$ cat src/idStage_config.svh
`ifndef ID_STAGE_CONFIG_SVH
`define ID_STAGE_CONFIG_SVH

// Register and datapath width
`define DATA_W 32

// Register address width and register count
`define REG_AW 5
`define REG_N  32

// Width of the hazard unit's Tnew count
`define TNEW_W 2

`endif
$ cat src/idStagePkg.sv
`include "idStage_config.svh"

package idStagePkg;

    // Instruction symbols, NOP is zero so a cleared register decodes as a bubble
    typedef enum logic [6:0] {
        NOP = 7'd0,
        // R-type arithmetic and shifts
        ADD, SUB, ADDU, SUBU, AND, OR, XOR, NOR, SLT, SLTU,
        SLL, SLLV, SRL, SRLV, SRA, SRAV,
        // Register jumps
        JALR, JR,
        // Multiply and divide unit
        MULT, MULTU, DIV, DIVU, MFHI, MFLO, MTHI, MTLO,
        // Conditional moves
        MOVZ, MOVN,
        // Immediate arithmetic
        ADDI, ADDIU, ANDI, ORI, XORI, LUI, SLTI, SLTIU,
        // Loads and stores
        LW, LH, LHU, LB, LBU, SW, SH, SB,
        // Branches and jumps
        BEQ, BNE, BLEZ, BGTZ, J, JAL,
        BGEZ, BLTZ, BGEZAL, BLTZAL,
        // SPECIAL2
        CLO, CLZ, MADD, MADDU, MSUB, MSUBU,
        // Coprocessor 0
        MFC0, MTC0, ERET
    } instrE;

    typedef logic [4:0] excT;

    // Reserved instruction cause code
    localparam excT EXC_RI = 5'd10;

    typedef struct packed {
        logic [`REG_AW-1:0] rs;
        logic [`REG_AW-1:0] rt;
        logic [`REG_AW-1:0] rd;
        logic [4:0]         shamt;
        logic [15:0]        imm16;
        logic [25:0]        jmpAddr;
    } fieldsT;

    // Register write or forward from a later stage
    typedef struct packed {
        logic [`REG_AW-1:0] addr;
        logic [`DATA_W-1:0] data;
    } fwdT;

    typedef struct packed {
        logic [`DATA_W-1:0] dataRs;
        logic [`DATA_W-1:0] dataRt;
    } operandsT;

    // Seen by next-PC and hazard logic in the same cycle
    typedef struct packed {
        instrE              instr;
        logic               cmp;
        logic [`REG_AW-1:0] addrRs;
        logic [`REG_AW-1:0] addrRt;
        logic [15:0]        imm16;
        logic [25:0]        jmpAddr;
        logic [`DATA_W-1:0] jmpReg;
    } earlyT;

    typedef struct packed {
        instrE              instr;
        logic [`DATA_W-1:0] pc;
        excT                exc;
        logic [`DATA_W-1:0] dataRs;
        logic [`DATA_W-1:0] dataRt;
        logic [15:0]        imm16;
        logic [4:0]         shamt;
        logic [`REG_AW-1:0] addrRs;
        logic [`REG_AW-1:0] addrRt;
        logic [`REG_AW-1:0] addrRd;
        logic [`REG_AW-1:0] regWriteAddr;
        logic [`DATA_W-1:0] regWriteData;
        logic [`TNEW_W-1:0] tNew;
    } idExT;

endpackage

$ cat src/idTop.sv
`timescale 1ns/1ps
`include "idStage_config.svh"

module idTop (
    input  logic               clk,
    input  logic               arstN,
    input  logic               stall,
    input  logic               clr,
    input  logic [`DATA_W-1:0] code,
    input  logic [`DATA_W-1:0] pc,
    input  idStagePkg::excT    excIn,
    input  logic [`TNEW_W-1:0] tNewIn,
    input  idStagePkg::fwdT    fwdEx,
    input  idStagePkg::fwdT    fwdMem,
    input  idStagePkg::fwdT    wb,
    output idStagePkg::earlyT  early,
    output idStagePkg::idExT   idEx
);
    import idStagePkg::*;

    instrE    instr;
    fieldsT   fields;
    logic     excRi;
    operandsT operands;

    instrDecoder decoder (
        .code   (code),
        .instr  (instr),
        .fields (fields),
        .excRi  (excRi)
    );

    // Register read runs beside the decoder
    operandFetch fetch (
        .clk      (clk),
        .arstN    (arstN),
        .addrRs   (fields.rs),
        .addrRt   (fields.rt),
        .wb       (wb),
        .fwdEx    (fwdEx),
        .fwdMem   (fwdMem),
        .operands (operands)
    );

    idIssue issue (
        .clk      (clk),
        .arstN    (arstN),
        .stall    (stall),
        .clr      (clr),
        .instr    (instr),
        .fields   (fields),
        .operands (operands),
        .excRi    (excRi),
        .pc       (pc),
        .excIn    (excIn),
        .tNewIn   (tNewIn),
        .early    (early),
        .idEx     (idEx)
    );

endmodule

$ cat src/idIssue.sv
`timescale 1ns/1ps
`include "idStage_config.svh"

module idIssue (
    input  logic                 clk,
    input  logic                 arstN,
    input  logic                 stall,
    input  logic                 clr,
    input  idStagePkg::instrE    instr,
    input  idStagePkg::fieldsT   fields,
    input  idStagePkg::operandsT operands,
    input  logic                 excRi,
    input  logic [`DATA_W-1:0]   pc,
    input  idStagePkg::excT      excIn,
    input  logic [`TNEW_W-1:0]   tNewIn,
    output idStagePkg::earlyT    early,
    output idStagePkg::idExT     idEx
);
    import idStagePkg::*;

    localparam logic [`REG_AW-1:0] LINK_REG = `REG_AW'(31);

    logic               cmp;
    logic               isLink;
    logic [`REG_AW-1:0] wbAddr;
    logic [`DATA_W-1:0] wbData;
    idExT               nextIdEx;

    // Branch and conditional-move condition on forwarded operands
    function automatic logic compare(
        input instrE              op,
        input logic [`DATA_W-1:0] rs,
        input logic [`DATA_W-1:0] rt
    );
        case (op)
            BEQ:            return rs == rt;
            BNE:            return rs != rt;
            BGEZ, BGEZAL:   return !rs[`DATA_W-1];
            BLTZ, BLTZAL:   return rs[`DATA_W-1];
            BGTZ:           return !rs[`DATA_W-1] && (rs != '0);
            BLEZ:           return rs[`DATA_W-1] || (rs == '0);
            MOVZ:           return rt == '0;
            MOVN:           return rt != '0;
            default:        return 1'b0;
        endcase
    endfunction

    assign cmp    = compare(instr, operands.dataRs, operands.dataRt);
    assign isLink = instr inside {JAL, JALR, BGEZAL, BLTZAL};

    // Destination register
    always_comb begin
        wbAddr = '0;
        if (instr == JAL) begin
            wbAddr = LINK_REG;
        end else if (instr inside {BGEZAL, BLTZAL}) begin
            wbAddr = cmp ? LINK_REG : '0;
        end else if (instr inside {MOVZ, MOVN}) begin
            wbAddr = cmp ? fields.rd : '0;
        end else if (instr inside {ADD, SUB, ADDU, SUBU, AND, OR, XOR, NOR, SLT, SLTU,
                                   SLL, SLLV, SRL, SRLV, SRA, SRAV, JALR, MFHI, MFLO}) begin
            wbAddr = fields.rd;
        end else if (instr inside {ADDI, ADDIU, ANDI, ORI, XORI, LUI, SLTI, SLTIU,
                                   LW, LH, LHU, LB, LBU}) begin
            wbAddr = fields.rt;
        end
    end

    // Values already known at decode, everything else comes from later stages
    always_comb begin
        wbData = '0;
        if (isLink) begin
            wbData = pc + `DATA_W'(8);
        end else if (wbAddr == '0) begin
            // A write to $0 carries no data
            wbData = '0;
        end else if (instr == LUI) begin
            wbData = {fields.imm16, 16'h0000};
        end else if (instr inside {MOVZ, MOVN}) begin
            wbData = operands.dataRs;
        end
    end

    assign nextIdEx = '{
        instr:        instr,
        pc:           pc,
        exc:          excRi ? EXC_RI : excIn,
        dataRs:       operands.dataRs,
        dataRt:       operands.dataRt,
        imm16:        fields.imm16,
        shamt:        fields.shamt,
        addrRs:       fields.rs,
        addrRt:       fields.rt,
        addrRd:       fields.rd,
        regWriteAddr: wbAddr,
        regWriteData: wbData,
        tNew:         (tNewIn != '0) ? tNewIn - 1'b1 : '0
    };

    assign early = '{
        instr:   instr,
        cmp:     cmp,
        addrRs:  fields.rs,
        addrRt:  fields.rt,
        imm16:   fields.imm16,
        jmpAddr: fields.jmpAddr,
        jmpReg:  operands.dataRs
    };

    // Flush beats stall
    always_ff @(posedge clk or negedge arstN) begin
        if (!arstN) begin
            idEx <= '0;
        end else if (clr) begin
            idEx <= '0;
        end else if (!stall) begin
            idEx <= nextIdEx;
        end
    end

endmodule

$ cat src/operandFetch.sv
`timescale 1ns/1ps
`include "idStage_config.svh"

module operandFetch (
    input  logic                 clk,
    input  logic                 arstN,
    input  logic [`REG_AW-1:0]   addrRs,
    input  logic [`REG_AW-1:0]   addrRt,
    input  idStagePkg::fwdT      wb,
    input  idStagePkg::fwdT      fwdEx,
    input  idStagePkg::fwdT      fwdMem,
    output idStagePkg::operandsT operands
);
    import idStagePkg::*;

    logic [`DATA_W-1:0] fileRs;
    logic [`DATA_W-1:0] fileRt;

    regFile gpr (
        .clk    (clk),
        .arstN  (arstN),
        .wb     (wb),
        .raddrA (addrRs),
        .raddrB (addrRt),
        .rdataA (fileRs),
        .rdataB (fileRt)
    );

    // Youngest producer first, a forward to $0 carries nothing
    function automatic logic [`DATA_W-1:0] forward(
        input logic [`REG_AW-1:0] addr,
        input logic [`DATA_W-1:0] fileData,
        input fwdT                ex,
        input fwdT                mem
    );
        if (ex.addr != '0 && ex.addr == addr) begin
            return ex.data;
        end
        if (mem.addr != '0 && mem.addr == addr) begin
            return mem.data;
        end
        return fileData;
    endfunction

    assign operands.dataRs = forward(addrRs, fileRs, fwdEx, fwdMem);
    assign operands.dataRt = forward(addrRt, fileRt, fwdEx, fwdMem);

endmodule

$ cat src/regFile.sv
`timescale 1ns/1ps
`include "idStage_config.svh"

module regFile (
    input  logic               clk,
    input  logic               arstN,
    input  idStagePkg::fwdT    wb,
    input  logic [`REG_AW-1:0] raddrA,
    input  logic [`REG_AW-1:0] raddrB,
    output logic [`DATA_W-1:0] rdataA,
    output logic [`DATA_W-1:0] rdataB
);
    import idStagePkg::*;

    logic [`DATA_W-1:0] regs [`REG_N];

    // Register 0 is never written, so it stays at its reset value of zero
    always_ff @(posedge clk or negedge arstN) begin
        if (!arstN) begin
            for (int i = 0; i < `REG_N; i++) begin
                regs[i] <= '0;
            end
        end else if (wb.addr != '0) begin
            regs[wb.addr] <= wb.data;
        end
    end

    // Same-cycle write is visible on the read port
    function automatic logic [`DATA_W-1:0] readPort(
        input logic [`REG_AW-1:0] addr,
        input logic [`DATA_W-1:0] stored,
        input fwdT                w
    );
        if (addr == '0) begin
            return '0;
        end
        if (addr == w.addr) begin
            return w.data;
        end
        return stored;
    endfunction

    assign rdataA = readPort(raddrA, regs[raddrA], wb);
    assign rdataB = readPort(raddrB, regs[raddrB], wb);

endmodule

$ cat src/instrDecoder.sv
`timescale 1ns/1ps
`include "idStage_config.svh"

module instrDecoder (
    input  logic [`DATA_W-1:0] code,
    output idStagePkg::instrE  instr,
    output idStagePkg::fieldsT fields,
    output logic               excRi
);
    import idStagePkg::*;

    localparam logic [5:0] OP_SPECIAL  = 6'b000000;
    localparam logic [5:0] OP_REGIMM   = 6'b000001;
    localparam logic [5:0] OP_COP0     = 6'b010000;
    localparam logic [5:0] OP_SPECIAL2 = 6'b011100;

    logic [5:0] opcode;
    logic [5:0] funct;
    instrE      sym;

    assign opcode = code[31:26];
    assign funct  = code[5:0];

    assign fields = '{
        rs:      code[25:21],
        rt:      code[20:16],
        rd:      code[15:11],
        shamt:   code[10:6],
        imm16:   code[15:0],
        jmpAddr: code[25:0]
    };

    // SPECIAL opcode, selected by funct
    function automatic instrE rFormat(input logic [5:0] f);
        case (f)
            6'b100000: return ADD;
            6'b100010: return SUB;
            6'b100001: return ADDU;
            6'b100011: return SUBU;
            6'b100100: return AND;
            6'b100101: return OR;
            6'b100110: return XOR;
            6'b100111: return NOR;
            6'b101010: return SLT;
            6'b101011: return SLTU;
            6'b000000: return SLL;
            6'b000100: return SLLV;
            6'b000010: return SRL;
            6'b000110: return SRLV;
            6'b000011: return SRA;
            6'b000111: return SRAV;
            6'b001001: return JALR;
            6'b001000: return JR;
            6'b011000: return MULT;
            6'b011001: return MULTU;
            6'b011010: return DIV;
            6'b011011: return DIVU;
            6'b010000: return MFHI;
            6'b010010: return MFLO;
            6'b010001: return MTHI;
            6'b010011: return MTLO;
            6'b001010: return MOVZ;
            6'b001011: return MOVN;
            default:   return NOP;
        endcase
    endfunction

    // I and J formats, selected by opcode alone
    function automatic instrE ijFormat(input logic [5:0] op);
        case (op)
            6'b001000: return ADDI;
            6'b001001: return ADDIU;
            6'b001100: return ANDI;
            6'b001101: return ORI;
            6'b001110: return XORI;
            6'b001111: return LUI;
            6'b001010: return SLTI;
            6'b001011: return SLTIU;
            6'b100011: return LW;
            6'b100001: return LH;
            6'b100101: return LHU;
            6'b100000: return LB;
            6'b100100: return LBU;
            6'b101011: return SW;
            6'b101001: return SH;
            6'b101000: return SB;
            6'b000100: return BEQ;
            6'b000101: return BNE;
            6'b000110: return BLEZ;
            6'b000111: return BGTZ;
            6'b000010: return J;
            6'b000011: return JAL;
            default:   return NOP;
        endcase
    endfunction

    // REGIMM branches live in the rt field
    function automatic instrE regImm(input logic [4:0] rt);
        case (rt)
            5'b00001: return BGEZ;
            5'b00000: return BLTZ;
            5'b10001: return BGEZAL;
            5'b10000: return BLTZAL;
            default:  return NOP;
        endcase
    endfunction

    function automatic instrE special2(input logic [5:0] f);
        case (f)
            6'b100001: return CLO;
            6'b100000: return CLZ;
            6'b000000: return MADD;
            6'b000001: return MADDU;
            6'b000100: return MSUB;
            6'b000101: return MSUBU;
            default:   return NOP;
        endcase
    endfunction

    // Moves by rs, anything else with the ERET funct returns from exception
    function automatic instrE cop0(input logic [4:0] rs, input logic [5:0] f);
        case (rs)
            5'b00000: return MFC0;
            5'b00100: return MTC0;
            default:  return (f == 6'b011000) ? ERET : NOP;
        endcase
    endfunction

    always_comb begin
        case (opcode)
            OP_SPECIAL:  sym = rFormat(funct);
            OP_REGIMM:   sym = regImm(fields.rt);
            OP_SPECIAL2: sym = special2(funct);
            OP_COP0:     sym = cop0(fields.rs, funct);
            default:     sym = ijFormat(opcode);
        endcase
    end

    // The zero word would decode as SLL, treat it as a plain bubble
    assign instr = (code == '0) ? NOP : sym;
    assign excRi = (code != '0) && (sym == NOP);

endmodule

$ cat config.mk
export PLATFORM = sky130hd
export DESIGN_NAME = idTop
export DESIGN_NICKNAME = d
export VERILOG_FILES = /design/src/idStagePkg.sv /design/src/idTop.sv /design/src/idIssue.sv /design/src/operandFetch.sv /design/src/regFile.sv /design/src/instrDecoder.sv
export VERILOG_INCLUDE_DIRS = /design/src
export SDC_FILE = /design/constraint.sdc
export NUM_CORES = 2
export LEC_CHECK = 0
export BUFFER_PORTS_ARGS = -buffer_cell sky130_fd_sc_hd__buf_2
export CORE_AREA = 3 3 418 420
export DETAILED_ROUTE_END_ITERATION = 16
export DIE_AREA = 0 0 421 423
export RECOVER_POWER = 100
export SYNTH_ARGS = -nofsm -noshare
export SYNTH_HDL_FRONTEND = slang
export SYNTH_HIERARCHICAL = 1
export SYNTH_SLANG_ARGS = --single-unit
$ cat constraint.sdc
create_clock -name clk -period 7.3 [get_ports clk]
set_clock_uncertainty 0.1 [all_clocks]
set_input_delay 1.095 -clock clk [delete_from_list [all_inputs] [get_ports clk]]
set_output_delay 1.095 -clock clk [all_outputs]
set_load 0.05 [all_outputs]
# [Yosys cells after proc, flatten, opt, wreduce, memory -nomap -nowiden]
# Memory sizes are Yosys's and may differ from the RTL's.
# Cells that the tools add are included.
[op_classes] addsub=2 magnitude_cmp=4 n_eq_ne=65 mux=59 bitwise_logic=3 n_reduce_logical=32
[ops] operator="bitwise mux 1024 bit" count=1
[ops] operator="two-way mux 32 bit" count=25
[ops] operator="two-way mux 183 bit" count=2
[ops] operator="binary-select mux 32 bit (select 5 bit)" count=2
[ops] operator="demux 32 bit (select 5 bit)" count=1
[ops] operator="== test 7 x 6 -> 1 bit, second input constant" count=19
[ops] operator="zero test 32 bit" count=3
[ops] operator="nonzero test 32 bit" count=3
[ops] operator="== test 7 x 5 -> 1 bit, second input constant" count=9
[ops] operator="== test 7 x 4 -> 1 bit, second input constant" count=8
[ops] operator="two-way mux 5 bit" count=8
[ops] operator="one-hot mux 6 bit (6 select lines)" count=1
[ops] operator="adder 32 x 4 -> 32 bit, second input constant" count=1
[ops] operator="== test 32 bit" count=1
[ops] operator="inequality test 32 bit" count=1
[ops] operator="== test 5 bit" count=6
[ops] operator="== test 7 x 3 -> 1 bit, second input constant" count=4
[ops] operator="one-hot mux 7 bit (4 select lines)" count=1
[ops] operator="one-hot mux 6 bit (4 select lines)" count=1
[ops] operator="nonzero test 19 bit" count=1
[ops] operator="== test 6 x 5 -> 1 bit, second input constant" count=3
[ops] operator=">= comparator 6 bit, second input constant" count=3
[ops] operator="NOT 5 -> 6 bit" count=3
[ops] operator="zero test 5 bit" count=3
[ops] operator="27 further kinds" count=55
[word_totals] reg_bits=1207 rom_bits=704 inputBits=186 elab_cells=212 mem_count=2
[memory_table] name="(no name shown)" words=64 word_bits=6 rd=1 rd_ports_with_merged_regs=0 wr=0 line="instrDecoder.sv:70" text="case (op)"
[memory_table] name="(no name shown)" words=64 word_bits=5 rd=1 rd_ports_with_merged_regs=0 wr=0 line="instrDecoder.sv:35" text="case (f)"

# [Logic depth before layout (Yosys ltp)]
[logic_depth] word_depth=20 depth_mapped=21

# [Cells and area by module]
# The synthesis kept the hierarchy.
[modules_own_cells] module="regFile" instances=1 cells_per_inst=3739 area_each_um2=54627.4 seq_area_each_um2=25624.6
[modules_own_cells] module="idIssue" instances=1 cells_per_inst=996 area_each_um2=9889.5 seq_area_each_um2=4579.4
[modules_own_cells] module="operandFetch" instances=1 cells_per_inst=362 area_each_um2=2306.0 seq_area_each_um2=0.0
[modules_own_cells] module="instrDecoder" instances=1 cells_per_inst=240 area_each_um2=1700.4 seq_area_each_um2=0.0

# [Worst setup path before layout]
# Ideal clock, no wire load.
[synth_timing] path_type="input -> output" startpoint="input code[17]" endpoint="output early[84] in the netlist's numbering" t_arrival_ns=4.545 path_slack_ns=1.560 stages=17 n_path_buf=5 cell_sequence="buf_4 buf_2 buf_4 clkbuf_1 mux4_2 mux2_2 a221o_1 a32o_1 o21ai_1 a31oi_1 nor4_1 nand4_1 or4b_1 nand3_1 a31oi_1 o211ai_2 buf_4"
[synth_rtl] item="start: declaration" line="idTop.sv:9" text="input logic [`DATA_W-1:0] code,"
[synth_rtl] item="end: declaration" line="idTop.sv:16" text="output idStagePkg::earlyT early,"

==> impl_metrics.yaml <==
pwr:
  worst_ir_drop_vdd_uv: 215
  power_mw: 21.8
  p_leak_nw: 31.9
  p_per_area_mw_per_mm2: 285
placement:
  dp_cells: 7624
  dp_hpwl_mm: 173
  port_buffers: 459
  gp_congestion: 0.998
  pre_cts_ws_ns: 0.303
  dpl_cell_area_mm2: 0.0727
logic_synthesis:
  synth.distinct_cells: 92
  synth_top_area_share_pct: 44.1
  synth_edf_count: 0
  synth_common_cells: "dfrtp_1, mux2_2, mux4_2, mux2i_1, clkbuf_1"
  syn-num-nets: 5538
  ys_async_sr_fraction_pct: 100
  synth_flop_cell: "dfrtp_1"
  syn_area_per_cell_um2: 12.8
  synth_area_mm2: 0.0685
  syn-instance-count: 5337
  seq_area_frac_synth_pct: 44.1
  ys_seq_elements: 1207
  yosysTopAreaCell: "dfrtp_1"
  yosysWarnings: 6
  synth.most_common_cell: "dfrtp_1"
  synthTopCellsByArea: "dfrtp_1, mux2_2, mux4_2, mux2i_1, buf_4"
sta:
  finalHoldViolations: 0
  fin_crit_sh_pct: 99.8
  final.setup.worst_slack_ns: 0.0160
  max_freq_mhz: 137
  min_period_ns: 7.28
  timing.setup.tns_ns: 0
  setup_viol: 0
  hold-worst-slack_ns: 0.295
  rsz0062_at_grt: "false"
  timing.slew.headroom_pct: -166
  drv_slew: 2173
  worst_pin_slew_ns: 3.99
min_path:
  holdPathEnd: "fetch/gpr/regs[1003]"
  worstHoldPathCells: 0
  hold_class: "flop to flop"
  hp-start: "fetch/gpr/regs[1003]"
route:
  first_pass_iters: 6
  route.vias.total: 50500
  vias_per_cell: 6.40
  drtIter0Drc: 6032
  drtAntennaViolNets: 0
  drc: 0
  wl_per_cell_um: 33.5
  routed_wl_mm: 264
floorplan:
  core_mm2: 0.171
  start_util_pct: 40.0
  row_count: 152
  die_w_um: 421
  dieArea_mm2: 0.178
  die_h_um: 423
  io_pins: 461
clocking:
  cts-resized-gates: 0
  clockBufferDepth: 3
  htree_levels: 4
  insertion_delay_ns: 0.80
  cts_tree: "done"
  cts_hold_buf: 0
  post_cts_buffers: 0
  cts_buffers: 139
  cts-root-buf: "clkbuf_16"
  clk_pin_slew_ns: 0.06
  cts.sinks: 1207
critical_path:
  cp-end-kind: "primary output"
  critPathMaxStageDelay_ns: 0.60
  r2r_end: "issue/idEx[29]"
  arrival_ns: 6.09
  reg2reg_from: "fetch/gpr/regs[51]"
  reg2reg_depth: 17
  path_cells: "buf_2 > and2_4 > clkbuf_1 > a22oi_1 > a22oi_1 > a22o_1 > o21ai_1 > a31oi_2 > xnor2_1 > nand4_1 > nor4_1 > buf_4 > nand2_1 > o211ai_1 > buf_2"
  r2r_slack_ns: 1.89
  cp.required_ns: 6.11
  critical_path_class: "input port to primary output"
  path_delay_family: "compound AO/OA/AOI/OAI gates"
  cp_max_fo: 22
  critPathSlowestCell: "clkbuf_1"
  start_kind: "input port"
  cp_num_buf_inv: 4
global_routing:
  grt_pass1_wl_mm: 379
  grt_pass1_vias: 50700
  antenna_found_initial: 31
  grt_overflow: 0
  grtUsageTotal_pct: 29.1
  grt_max_degree: 164
run:
  cap_viol_max_count: 52
cells_and_area:
  fin_nets: 5656
  final_util_pct: 44.6
  stdcell_area_mm2: 0.0765
  drive_above_1_share_pct: 37.9
  finalNonFillerCells: 7891
  area_delta_synth_final_pct: 11.6
outcome:
  status: "complete, but fails checks"
  violations: "capacitance limit, slew limit"
sequential cells by signal, summed over array words and instances, names as in the netlist:
signal / flops
issue/idEx: 183
fetch/gpr/regs: 1024
kinds of logic after synthesis:
family                     share of synthesized area (%)
and+or+nand+nor                                     5.21
DFF                                                 44.1
buffers and inverters                               5.66
muxes                                               35.5
AOI/OAI and AO/OA                                   8.09
xor gates and xnor gates                            1.20
other                                            0.00547
adders and majority gates                          0.274
power by group:
group	internal, mW	switching (mW)	leakage (nW)
combinational	2.67	2.91	14.6
clock	4.15	2.99	2.26
sequential	8.05	1.03	15.1
layout make-up:
cell class                      instances  area [µm²]
Clock buffer                          204        4040
Multi-Input combinational cell       3355       34500
Fill cell                           15700       94800
Clock inverter                         47         574
Inverter                               59         221
Timing Repair Buffer                  693        4060
Antenna cell                           16        40.0
Sequential cell                      1207       30200
Tap cell                             2310        2890
routing by layer:
layer / global-route usage, % / wire length [µm] / vias to the layer above
met5: 0 / 119 / -
met4: 17.3 / 18200 / 18
met3: 6.83 / 22900 / 757
met2: 45.8 / 122000 / 2762
met1: 36.5 / 101000 / 26600
li1: - / - / 20400
placed cells by master (no fill, tap or decap), types with 79 or more instances in the layout:
master,n
clkbuf_16,143
nor2_1,214
clkbuf_1,314
a22oi_1,140
nand2_1,79
mux4_2,395
o221ai_1,79
dfrtp_1,1207
buf_4,170
buf_2,200
mux2_2,1018
a21oi_1,105
nor3_1,89
mux2i_1,352
worst reg2reg max path: stages (launching register included):
cell	delay [ns]
dfrtp_1	0.40
mux4_1	0.49
mux2_2	0.34
a221o_1	0.31
a32o_1	0.37
o21ai_0	0.19
a31oi_1	0.24
nor4_1	0.32
buf_4	0.18
nand4_1	0.14
or4b_1	0.56
nand3_1	0.10
a31oi_1	0.04
o211ai_1	0.20
clkbuf_1	0.38
a21oi_1	0.14
clkbuf_2	0.43
o31ai_1	0.40
how the worst max path moves through the flow:
stage	cells after the start	end	start	slack [ns]
3_5_place_dp	17	early[84]	code[18]	0.30
3_3_place_gp	17	early[84]	code[18]	0.29
4_1_cts	17	early[84]	code[18]	0.29
5_1_grt	13	early[84]	code[22]	0.11
2_1_floorplan	17	early[84]	code[17]	1.56
6_report	15	early[84]	code[24]	0.02
(Power assumes the default switching activity.)
